File: config.mk
export PLATFORM = sky130hd
export DESIGN_NAME = execBackend
export DESIGN_NICKNAME = d
export VERILOG_FILES = /design/src/logic/backendCfgPkg.sv /design/src/logic/opcodePkg.sv /design/src/logic/aluLane.sv /design/src/logic/csrUnit.sv /design/src/logic/execBackend.sv /design/src/logic/issueDispatch.sv /design/src/logic/writeBack.sv
export SDC_FILE = /design/constraint.sdc
export NUM_CORES = 2
export LEC_CHECK = 0
export ABC_AREA = 1
export BUFFER_PORTS_ARGS = -buffer_cell sky130_fd_sc_hd__buf_2
export CAP_MARGIN = 20
export CORE_MARGIN = 2
export CORE_UTILIZATION = 45
export DETAILED_ROUTE_END_ITERATION = 8
export SLEW_MARGIN = 20
export SYNTH_ARGS = -nofsm -noshare
export SYNTH_HDL_FRONTEND = slang
export SYNTH_SLANG_ARGS = --single-unit
File: constraint.sdc
create_clock -name clk -period 5.5 [get_ports clk]
set_clock_uncertainty 0.2 [all_clocks]
set_input_delay 0.275 -clock clk [delete_from_list [all_inputs] [get_ports clk]]
set_output_delay 0.275 -clock clk [all_outputs]
set_load 0.05 [all_outputs]
File: src/logic/backendCfgPkg.sv
package backendCfgPkg;

    // ~~~~~~~~~~~~~~~~~~~~~~~~~~~~~~~~~~~~~~~~~~~~~~~~
    // backend sizing

    localparam int aluLanes = 4;
    localparam int wbSlots = aluLanes + 1;     // lanes plus the load slot at the top
    localparam int xlen = 32;
    localparam int shamtW = $clog2(xlen);      // shift amount comes from the low src2 bits
    localparam int robIdxW = 6;
    localparam int regIdxW = 5;
    localparam int immW = 12;                  // wide enough for a CSR address

    // ~~~~~~~~~~~~~~~~~~~~~~~~~~~~~~~~~~~~~~~~~~~~~~~~
    // exception codes carried to the write-back bus

    typedef enum logic [1:0] {
        excNone    = 2'd0,
        excIllegal = 2'd1,                     // undefined opcode or CSR op off lane 0
        excCsrAddr = 2'd2                      // CSR address not implemented
    } excCode;

endpackage

File: src/logic/opcodePkg.sv
package opcodePkg;

    localparam int opW = 4;
    localparam int csrAddrW = 12;

    // raw codes 0 to 9, the decoder casts straight from the issue opcode
    typedef enum logic [opW-1:0] {
        opAdd  = 4'd0,
        opSub  = 4'd1,
        opAnd  = 4'd2,
        opOr   = 4'd3,
        opXor  = 4'd4,
        opSll  = 4'd5,
        opSrl  = 4'd6,
        opSra  = 4'd7,
        opSlt  = 4'd8,
        opSltu = 4'd9
    } aluOp;

    // 10 and 11 are left undefined
    typedef enum logic [opW-1:0] {
        csrRead  = 4'd12,
        csrWrite = 4'd13,
        csrSet   = 4'd14,
        csrClear = 4'd15
    } csrOp;

    localparam logic [csrAddrW-1:0] csrScratch = 12'h340;
    localparam logic [csrAddrW-1:0] csrCycle = 12'hC00;

endpackage

File: src/logic/aluLane.sv
module aluLane (
    input  logic                                clk,
    input  logic                                rstN,
    input  logic                                laneValid,
    input  opcodePkg::aluOp                     laneOp,
    input  logic [backendCfgPkg::robIdxW-1:0]   laneRobIdx,
    input  logic [backendCfgPkg::regIdxW-1:0]   laneRd,
    input  logic [backendCfgPkg::xlen-1:0]      laneSrc1,
    input  logic [backendCfgPkg::xlen-1:0]      laneSrc2,
    input  backendCfgPkg::excCode               laneExc,
    output logic                                resEn,
    output logic                                resWe,
    output logic [backendCfgPkg::robIdxW-1:0]   resRobIdx,
    output logic [backendCfgPkg::regIdxW-1:0]   resRd,
    output logic [backendCfgPkg::xlen-1:0]      resVal,
    output backendCfgPkg::excCode               resExc
);
    import backendCfgPkg::*;
    import opcodePkg::*;

    logic [shamtW-1:0] shamt;
    logic [xlen-1:0] aluOut;
    logic sltOut;
    logic sltuOut;

    assign shamt = laneSrc2[shamtW-1:0];
    assign sltOut = $signed(laneSrc1) < $signed(laneSrc2);
    assign sltuOut = laneSrc1 < laneSrc2;

    always_comb begin
        case (laneOp)
            opAdd:   aluOut = laneSrc1 + laneSrc2;
            opSub:   aluOut = laneSrc1 - laneSrc2;
            opAnd:   aluOut = laneSrc1 & laneSrc2;
            opOr:    aluOut = laneSrc1 | laneSrc2;
            opXor:   aluOut = laneSrc1 ^ laneSrc2;
            opSll:   aluOut = laneSrc1 << shamt;
            opSrl:   aluOut = laneSrc1 >> shamt;
            opSra:   aluOut = $unsigned($signed(laneSrc1) >>> shamt);
            opSlt:   aluOut = {{(xlen-1){1'b0}}, sltOut};
            opSltu:  aluOut = {{(xlen-1){1'b0}}, sltuOut};
            default: aluOut = '0;
        endcase
    end

    always_ff @(posedge clk) begin
        if (!rstN) begin
            resEn <= 1'b0;
            resWe <= 1'b0;
        end else begin
            resEn <= laneValid;
            resWe <= laneValid && laneExc == excNone && laneRd != '0;   // x0 is never written
        end
    end

    always_ff @(posedge clk) begin
        resRobIdx <= laneRobIdx;
        resRd <= laneRd;
        resVal <= (laneExc == excNone) ? aluOut : '0;
        resExc <= laneExc;
    end

endmodule

File: src/logic/csrUnit.sv
module csrUnit (
    input  logic                                clk,
    input  logic                                rstN,
    input  logic                                csrValid,
    input  opcodePkg::csrOp                     csrKind,
    input  logic [opcodePkg::csrAddrW-1:0]      csrAddr,
    input  logic [backendCfgPkg::xlen-1:0]      csrSrc,
    input  logic [backendCfgPkg::robIdxW-1:0]   csrRobIdx,
    input  logic [backendCfgPkg::regIdxW-1:0]   csrRd,
    output logic                                csrResEn,
    output logic                                csrResWe,
    output logic [backendCfgPkg::robIdxW-1:0]   csrResRobIdx,
    output logic [backendCfgPkg::regIdxW-1:0]   csrResRd,
    output logic [backendCfgPkg::xlen-1:0]      csrResVal,
    output backendCfgPkg::excCode               csrResExc
);
    import backendCfgPkg::*;
    import opcodePkg::*;

    // state names shadow the op literals, so ops below use scoped names where they clash
    typedef enum logic [1:0] {csrIdle, csrRead, csrWrite} csrState;

    csrState state;
    csrOp reqKind;
    excCode reqExc;
    logic [xlen-1:0] scratch, cycleCnt, oldVal, reqSrc, newVal;
    logic [robIdxW-1:0] reqRobIdx;
    logic [regIdxW-1:0] reqRd;
    logic addrScratch, addrCycle;

    assign addrScratch = csrAddr == csrScratch;
    assign addrCycle = csrAddr == csrCycle;

    always_comb begin
        case (reqKind)
            opcodePkg::csrWrite: newVal = reqSrc;
            csrSet:              newVal = oldVal | reqSrc;
            csrClear:            newVal = oldVal & ~reqSrc;
            default:             newVal = oldVal;
        endcase
    end

    always_ff @(posedge clk) begin
        if (!rstN) begin
            state <= csrIdle;
            csrResEn <= 1'b0;
            csrResWe <= 1'b0;
            scratch <= '0;
            cycleCnt <= '0;
        end else begin
            cycleCnt <= cycleCnt + xlen'(1);
            csrResEn <= state != csrIdle;
            csrResWe <= state != csrIdle && reqExc == excNone && reqRd != '0;
            if (state == csrWrite)
                scratch <= newVal;                      // second step applies the update
            if (csrValid && addrScratch && csrKind != opcodePkg::csrRead)
                state <= csrWrite;
            else if (csrValid)
                state <= csrRead;                       // cycle counter and bad addresses only read
            else
                state <= csrIdle;
        end
    end

    always_ff @(posedge clk) begin
        if (csrValid) begin
            reqKind <= csrKind;
            reqSrc <= csrSrc;
            reqRobIdx <= csrRobIdx;
            reqRd <= csrRd;
            reqExc <= (addrScratch || addrCycle) ? excNone : excCsrAddr;
            oldVal <= addrScratch ? scratch : (addrCycle ? cycleCnt : '0);
        end
        csrResRobIdx <= reqRobIdx;
        csrResRd <= reqRd;
        csrResVal <= oldVal;
        csrResExc <= reqExc;
    end

endmodule

File: src/logic/execBackend.sv
module execBackend (
    input  logic                                                        clk,
    input  logic                                                        rstN,
    input  logic [backendCfgPkg::aluLanes-1:0]                          issueValid,
    input  logic [backendCfgPkg::aluLanes-1:0][opcodePkg::opW-1:0]      issueOp,
    input  logic [backendCfgPkg::aluLanes-1:0][backendCfgPkg::robIdxW-1:0] issueRobIdx,
    input  logic [backendCfgPkg::aluLanes-1:0][backendCfgPkg::regIdxW-1:0] issueRd,
    input  logic [backendCfgPkg::aluLanes-1:0][backendCfgPkg::xlen-1:0] issueSrc1,
    input  logic [backendCfgPkg::aluLanes-1:0][backendCfgPkg::xlen-1:0] issueSrc2,
    input  logic [backendCfgPkg::aluLanes-1:0][backendCfgPkg::immW-1:0] issueImm,
    input  logic                                                        loadValid,
    input  logic [backendCfgPkg::robIdxW-1:0]                           loadRobIdx,
    input  logic [backendCfgPkg::regIdxW-1:0]                           loadRd,
    input  logic [backendCfgPkg::xlen-1:0]                              loadData,
    input  backendCfgPkg::excCode                                       loadExc,
    output logic [backendCfgPkg::wbSlots-1:0]                           wbEn,
    output logic [backendCfgPkg::wbSlots-1:0]                           wbWe,
    output logic [backendCfgPkg::wbSlots-1:0][backendCfgPkg::robIdxW-1:0] wbRobIdx,
    output logic [backendCfgPkg::wbSlots-1:0][backendCfgPkg::regIdxW-1:0] wbRd,
    output logic [backendCfgPkg::wbSlots-1:0][backendCfgPkg::xlen-1:0]  wbRes,
    output backendCfgPkg::excCode [backendCfgPkg::wbSlots-1:0]          wbExc
);
    import backendCfgPkg::*;
    import opcodePkg::*;

    logic [aluLanes-1:0] laneValid, resEn, resWe;
    aluOp [aluLanes-1:0] laneOp;
    logic [aluLanes-1:0][robIdxW-1:0] laneRobIdx, resRobIdx;
    logic [aluLanes-1:0][regIdxW-1:0] laneRd, resRd;
    logic [aluLanes-1:0][xlen-1:0] laneSrc1, laneSrc2, resVal;
    excCode [aluLanes-1:0] laneExc, resExc;
    logic csrValid, csrResEn, csrResWe;
    csrOp csrKind;
    logic [csrAddrW-1:0] csrAddr;
    logic [xlen-1:0] csrSrc, csrResVal;
    logic [robIdxW-1:0] csrRobIdx, csrResRobIdx;
    logic [regIdxW-1:0] csrRd, csrResRd;
    excCode csrResExc;

    issueDispatch u_dispatch (.*);

    for (genvar i = 0; i < aluLanes; i++) begin : gLane
        aluLane u_lane (
            .clk(clk), .rstN(rstN),
            .laneValid(laneValid[i]), .laneOp(laneOp[i]), .laneRobIdx(laneRobIdx[i]),
            .laneRd(laneRd[i]), .laneSrc1(laneSrc1[i]), .laneSrc2(laneSrc2[i]),
            .laneExc(laneExc[i]),
            .resEn(resEn[i]), .resWe(resWe[i]), .resRobIdx(resRobIdx[i]),
            .resRd(resRd[i]), .resVal(resVal[i]), .resExc(resExc[i])
        );
    end

    csrUnit u_csr (.*);

    writeBack u_wb (.*);

endmodule

File: src/logic/issueDispatch.sv
module issueDispatch (
    input  logic                                                        clk,
    input  logic                                                        rstN,
    input  logic [backendCfgPkg::aluLanes-1:0]                          issueValid,
    input  logic [backendCfgPkg::aluLanes-1:0][opcodePkg::opW-1:0]      issueOp,
    input  logic [backendCfgPkg::aluLanes-1:0][backendCfgPkg::robIdxW-1:0] issueRobIdx,
    input  logic [backendCfgPkg::aluLanes-1:0][backendCfgPkg::regIdxW-1:0] issueRd,
    input  logic [backendCfgPkg::aluLanes-1:0][backendCfgPkg::xlen-1:0] issueSrc1,
    input  logic [backendCfgPkg::aluLanes-1:0][backendCfgPkg::xlen-1:0] issueSrc2,
    input  logic [backendCfgPkg::aluLanes-1:0][backendCfgPkg::immW-1:0] issueImm,
    output logic [backendCfgPkg::aluLanes-1:0]                          laneValid,
    output opcodePkg::aluOp [backendCfgPkg::aluLanes-1:0]               laneOp,
    output logic [backendCfgPkg::aluLanes-1:0][backendCfgPkg::robIdxW-1:0] laneRobIdx,
    output logic [backendCfgPkg::aluLanes-1:0][backendCfgPkg::regIdxW-1:0] laneRd,
    output logic [backendCfgPkg::aluLanes-1:0][backendCfgPkg::xlen-1:0] laneSrc1,
    output logic [backendCfgPkg::aluLanes-1:0][backendCfgPkg::xlen-1:0] laneSrc2,
    output backendCfgPkg::excCode [backendCfgPkg::aluLanes-1:0]         laneExc,
    output logic                                                        csrValid,
    output opcodePkg::csrOp                                             csrKind,
    output logic [opcodePkg::csrAddrW-1:0]                              csrAddr,
    output logic [backendCfgPkg::xlen-1:0]                              csrSrc,
    output logic [backendCfgPkg::robIdxW-1:0]                           csrRobIdx,
    output logic [backendCfgPkg::regIdxW-1:0]                           csrRd
);
    import backendCfgPkg::*;
    import opcodePkg::*;

    logic [aluLanes-1:0] isAlu;
    logic [aluLanes-1:0] isCsr;
    logic [aluLanes-1:0] laneTake;

    // ~~~~~~~~~~~~~~~~~~~~~~~~~~~~~~~~~~~~~~~~~~~~~~~~
    // decode

    always_comb begin
        for (int i = 0; i < aluLanes; i++) begin
            isAlu[i] = issueOp[i] <= opW'(opSltu);
            isCsr[i] = issueOp[i] >= opW'(csrRead);
            laneTake[i] = issueValid[i];                // illegal ops still travel the lane
        end
        laneTake[0] = issueValid[0] && !isCsr[0];       // lane 0 CSR ops leave for the CSR unit
    end

    always_ff @(posedge clk) begin
        if (!rstN) begin
            laneValid <= '0;
            csrValid <= 1'b0;
        end else begin
            laneValid <= laneTake;
            csrValid <= issueValid[0] && isCsr[0];
        end
    end

    // ~~~~~~~~~~~~~~~~~~~~~~~~~~~~~~~~~~~~~~~~~~~~~~~~
    // issue payload

    always_ff @(posedge clk) begin
        for (int i = 0; i < aluLanes; i++) begin
            laneOp[i] <= isAlu[i] ? aluOp'(issueOp[i]) : opAdd;
            laneExc[i] <= isAlu[i] ? excNone : excIllegal;
            laneRobIdx[i] <= issueRobIdx[i];
            laneRd[i] <= issueRd[i];
            laneSrc1[i] <= issueSrc1[i];
            laneSrc2[i] <= issueSrc2[i];
        end
        csrKind <= csrOp'(issueOp[0]);
        csrAddr <= issueImm[0];                         // the immediate only matters as a CSR address
        csrSrc <= issueSrc1[0];
        csrRobIdx <= issueRobIdx[0];
        csrRd <= issueRd[0];
    end

endmodule

File: src/logic/writeBack.sv
module writeBack (
    input  logic                                                        clk,
    input  logic                                                        rstN,
    input  logic [backendCfgPkg::aluLanes-1:0]                          resEn,
    input  logic [backendCfgPkg::aluLanes-1:0]                          resWe,
    input  logic [backendCfgPkg::aluLanes-1:0][backendCfgPkg::robIdxW-1:0] resRobIdx,
    input  logic [backendCfgPkg::aluLanes-1:0][backendCfgPkg::regIdxW-1:0] resRd,
    input  logic [backendCfgPkg::aluLanes-1:0][backendCfgPkg::xlen-1:0] resVal,
    input  backendCfgPkg::excCode [backendCfgPkg::aluLanes-1:0]         resExc,
    input  logic                                                        csrResEn,
    input  logic                                                        csrResWe,
    input  logic [backendCfgPkg::robIdxW-1:0]                           csrResRobIdx,
    input  logic [backendCfgPkg::regIdxW-1:0]                           csrResRd,
    input  logic [backendCfgPkg::xlen-1:0]                              csrResVal,
    input  backendCfgPkg::excCode                                       csrResExc,
    input  logic                                                        loadValid,
    input  logic [backendCfgPkg::robIdxW-1:0]                           loadRobIdx,
    input  logic [backendCfgPkg::regIdxW-1:0]                           loadRd,
    input  logic [backendCfgPkg::xlen-1:0]                              loadData,
    input  backendCfgPkg::excCode                                       loadExc,
    output logic [backendCfgPkg::wbSlots-1:0]                           wbEn,
    output logic [backendCfgPkg::wbSlots-1:0]                           wbWe,
    output logic [backendCfgPkg::wbSlots-1:0][backendCfgPkg::robIdxW-1:0] wbRobIdx,
    output logic [backendCfgPkg::wbSlots-1:0][backendCfgPkg::regIdxW-1:0] wbRd,
    output logic [backendCfgPkg::wbSlots-1:0][backendCfgPkg::xlen-1:0]  wbRes,
    output backendCfgPkg::excCode [backendCfgPkg::wbSlots-1:0]          wbExc
);
    import backendCfgPkg::*;

    logic [aluLanes-1:0] enQ, weQ;
    logic [aluLanes-1:0][robIdxW-1:0] robIdxQ;
    logic [aluLanes-1:0][regIdxW-1:0] rdQ;
    logic [aluLanes-1:0][xlen-1:0] valQ;
    excCode [aluLanes-1:0] excQ;
    logic csrEnQ, csrWeQ;
    logic [robIdxW-1:0] csrRobIdxQ;
    logic [regIdxW-1:0] csrRdQ;
    logic [xlen-1:0] csrValQ;
    excCode csrExcQ;

    always_ff @(posedge clk) begin
        if (!rstN) begin
            enQ <= '0;
            weQ <= '0;
            csrEnQ <= 1'b0;
            csrWeQ <= 1'b0;
        end else begin
            enQ <= resEn;
            weQ <= resWe;
            csrEnQ <= csrResEn;
            csrWeQ <= csrResWe;
        end
    end

    always_ff @(posedge clk) begin
        robIdxQ <= resRobIdx;
        rdQ <= resRd;
        valQ <= resVal;
        excQ <= resExc;
        csrRobIdxQ <= csrResRobIdx;
        csrRdQ <= csrResRd;
        csrValQ <= csrResVal;
        csrExcQ <= csrResExc;
    end

    // ~~~~~~~~~~~~~~~~~~~~~~~~~~~~~~~~~~~~~~~~~~~~~~~~
    // bus slots

    for (genvar i = 0; i < aluLanes; i++) begin : gSlot
        if (i == 0) begin : gMerge
            assign wbEn[i] = csrEnQ | enQ[i];
            assign wbWe[i] = csrEnQ ? csrWeQ : weQ[i];              // CSR wins a shared cycle
            assign wbRobIdx[i] = csrEnQ ? csrRobIdxQ : robIdxQ[i];
            assign wbRd[i] = csrEnQ ? csrRdQ : rdQ[i];
            assign wbRes[i] = csrEnQ ? csrValQ : valQ[i];
            assign wbExc[i] = csrEnQ ? csrExcQ : excQ[i];
        end else begin : gPlain
            assign wbEn[i] = enQ[i];
            assign wbWe[i] = weQ[i];
            assign wbRobIdx[i] = robIdxQ[i];
            assign wbRd[i] = rdQ[i];
            assign wbRes[i] = valQ[i];
            assign wbExc[i] = excQ[i];
        end
    end

    // the load slot is already timed by the memory side
    assign wbEn[aluLanes] = loadValid;
    assign wbWe[aluLanes] = loadValid && loadRd != '0;
    assign wbRobIdx[aluLanes] = loadRobIdx;
    assign wbRd[aluLanes] = loadRd;
    assign wbRes[aluLanes] = loadData;
    assign wbExc[aluLanes] = loadExc;

endmodule

==> run metrics <==
crit path kind flip-flop to flip-flop; clk buf depth 3; Row Count 140; TritonRoute pass-1 iters 9; total power 20.2 mW; TritonCTS Buffers 96; hpwl dp 227000 µm; fin crit share 64.6%; VDD IR-drop max 275 µV; pre-CTS WS 2040 ps; share of cells above drive strength 1 7.77%; Max Slew Vio Count 0; final setup vio count 0; hold crit path type input port to flip-flop; Post-Syn Instances 10700; Syn Area/Cell 6.20 µm²; CTS tree done; Synth Area in XOR/XNOR 0.132%; Antenna Nets Post-Route 0; ys flop type dfxtp_1; Mapped Area 0.0664 mm²; failing checks design-rule violations; Worst-path clk slew 60 ps; Final Hold Fails 0; DRC 8; asr flop ratio synth 0%; Synth Area in Simple Gates 40.6%; power per cell area 258 mW/mm²; Post-CTS Setup Bufs 0; Adder-Cell Fraction of Synth Area 7.82%; unrepaired setup endpoints after global routing false; Worst-Margin Slew 1220 ps; CP Cell Sequence inv_1 > ha_1 > nor2_1 > nand2_1 > inv_1 > nand3_1 > nand2_1 > nand2_1 > nand2_1 > o21ai_0 > o21ai_0 > nor2_1 > nor2_1; # clock sinks 947; P&R area growth vs syn 17.8%; Max Freq 281 MHz; initial antenna violation count 21; Critical Path RT 5990 ps; post-synthesis sequential area ratio 29.8%; grt total ovfl 0; critical path's slowest cell o21ai_0; outcome complete, but fails checks; # H-tree levels 3; via count 74700; placer congestion estimate 1.07; most frequent cells in the layout 3369 x nand2_1, 1684 x nand3_1, 1406 x inv_1; Yosys cell types 65; YS warnings 0; Die W 388 µm; Final Critical Period 3560 ps; Max-slew headroom 18.9%; delay-heaviest family, CP simple AND/OR/NAND/NOR gates; Worst setup EP type flip-flop; Compound-Gate Fraction of Synth Area 8.10%; Clock Latency Late Sink 760 ps; nets@finish 12200; Die Ht 388 µm; CP startpoint kind flip-flop; Leak Pwr 40.7 nW; crit path buf inv count 2; Via density 5.56; Inst Count DP 12600; GRT Total Usage 37.5%; critical path peak fanout 8; commonest non-fill, non-tap cell in the layout nand2_1; WL final 296000 µm; crit-path max cell delay 810 ps; first-pass GRT wire length 430000 µm; Crit path top cell by count nand2_1; Setup WS post-layout 1940 ps; largest family of logic cells by synthesized area simple AND/OR/NAND/NOR gates; CTS Root Cell clkbuf_16; Core Footprint 0.146 mm²; IO Count 651; IO buf count 531; Layout Cells excl Fill 13400; die area 0.151 mm²; total negative slack 0 ps; vias in the first global route 68700; Yosys reg bits 947; Initial Util 45.4%; max-cap violation count 0; multiplexer share of the synthesized area 0.0302%; Routed WL per cell 22.0 µm; largest net degree at the start of global routing 74; Post-synth EDFFs 80; DR iter-0 viols 9084; CP Data Arrival Time 4040 ps
worst paths after layout:
| kind | start | end | slack [ps] | depth (start not counted) |
|---|---|---|---|---|
| setup reg to reg | u_dispatch.laneSrc1[5] | gLane[0].u_lane.resVal[15] | 1940 | 13 |
| hold / removal | issueSrc1[34] | u_dispatch.laneSrc1[34] | 20 | 2 |
| hold reg to reg | gLane[3].u_lane.resVal[2] | u_wb.wbRes[98] | 90 | 0 |
| setup / recovery | u_dispatch.laneSrc1[5] | gLane[0].u_lane.resVal[15] | 1940 | 13 |
logic make-up (layout without fill, tap and decap cells):
| group | after synthesis | after routing |
|---|---|---|
| flops | 947 | 947 |
| compound gates | 928 | 928 |
| mux | 2 | 2 |
| simple gates | 6339 | 6339 |
| buf+inv | 2072 | 2858 |
| other cells | 1 | 16 |
| xor+xnor | 10 | 10 |
| fa+ha+maj | 410 | 410 |
area by class of cell:
cell class                      count  area (µm²)
Antenna cell                       13        32.5
Clock buffer                      133        2730
Fill cell                       14700       67900
Clock inverter                     43         577
Sequential cell                   947       19800
Multi-Input combinational cell   7692       37700
Tap cell                         1917        2400
Timing Repair Buffer             1235        9540
Inverter                         1447        5440
per-layer routing:
metal,track usage (%),routed length (µm)
met1,49.8,121000
met2,58.7,129000
met3,5.80,28000
met4,19.7,17800
met5,0,9
repair_timing:
| action | 4_1_cts | 5_1_grt |
|---|---|---|
| hold buffers | 628 | 0 |
| hold endpoints to repair | 351 | 0 |
| resized for setup | 0 | 0 |
sequential cells by signal, indices dropped and copies added (netlist names), 15 cells and up:
signal	count
gLane.u_lane.resVal	128
u_dispatch.laneSrc1	128
u_dispatch.laneSrc2	128
u_wb.wbRes	96
u_csr.csrResVal	32
u_csr.cycleCnt	32
u_csr.oldVal	32
u_csr.reqSrc	32
u_csr.scratch	32
u_wb.csrValQ	32
u_wb.valQ	32
gLane.u_lane.resRobIdx	24
gLane.u_lane.resRd	20
u_dispatch.laneRobIdx	18
u_wb.wbRobIdx	18
u_dispatch.laneOp	16
u_dispatch.laneRd	15
u_wb.wbRd	15
power breakdown:
| part | switching [mW] | internal (mW) | total, mW |
|---|---|---|---|
| Sequential | 0.366 | 7.42 | 7.78 |
| Clock | 3.02 | 3.78 | 6.79 |
| Combinational | 3.96 | 1.66 | 5.61 |
per-stage QoR:
step | hold WS [ps] | util, % | area (µm²)
4_1_cts | 1.32 | 53.5 | 78100
6_report | 24.4 | 53.5 | 78200
3_5_place_dp | 112 | 46.9 | 68500
3_3_place_gp | 109 | 46.9 | 68500
5_1_grt | 15.8 | 53.5 | 78200
2_1_floorplan | 103 | - | 66400
synthesized netlist by cell type, drive strengths merged (5+ instances only):
cell	n	area, µm²
o211ai	110	826
xor2	7	61.3
inv	1440	5410
edfxtp	80	2400
nand4	134	853
and2	62	388
fa	8	160
a31oi	26	163
nor2	905	3520
nor4	16	136
a211oi	8	60.1
clkinv	7	26.3
nor3b	9	67.6
a32o	7	70.1
a221oi	15	138
a21oi	330	1650
ha	402	5030
o2111ai	13	114
o21ai	295	1480
o21bai	35	263
o22ai	63	394
nand2	3381	12700
or2	21	131
and3	5	31.3
buf	512	3080
clkbuf	113	427
dfxtp	867	17400
nand3b	14	105
o221ai	11	96.3
nor3	100	517
nand3	1687	8460
No activity file was read; power rests on OpenSTA's default activity.
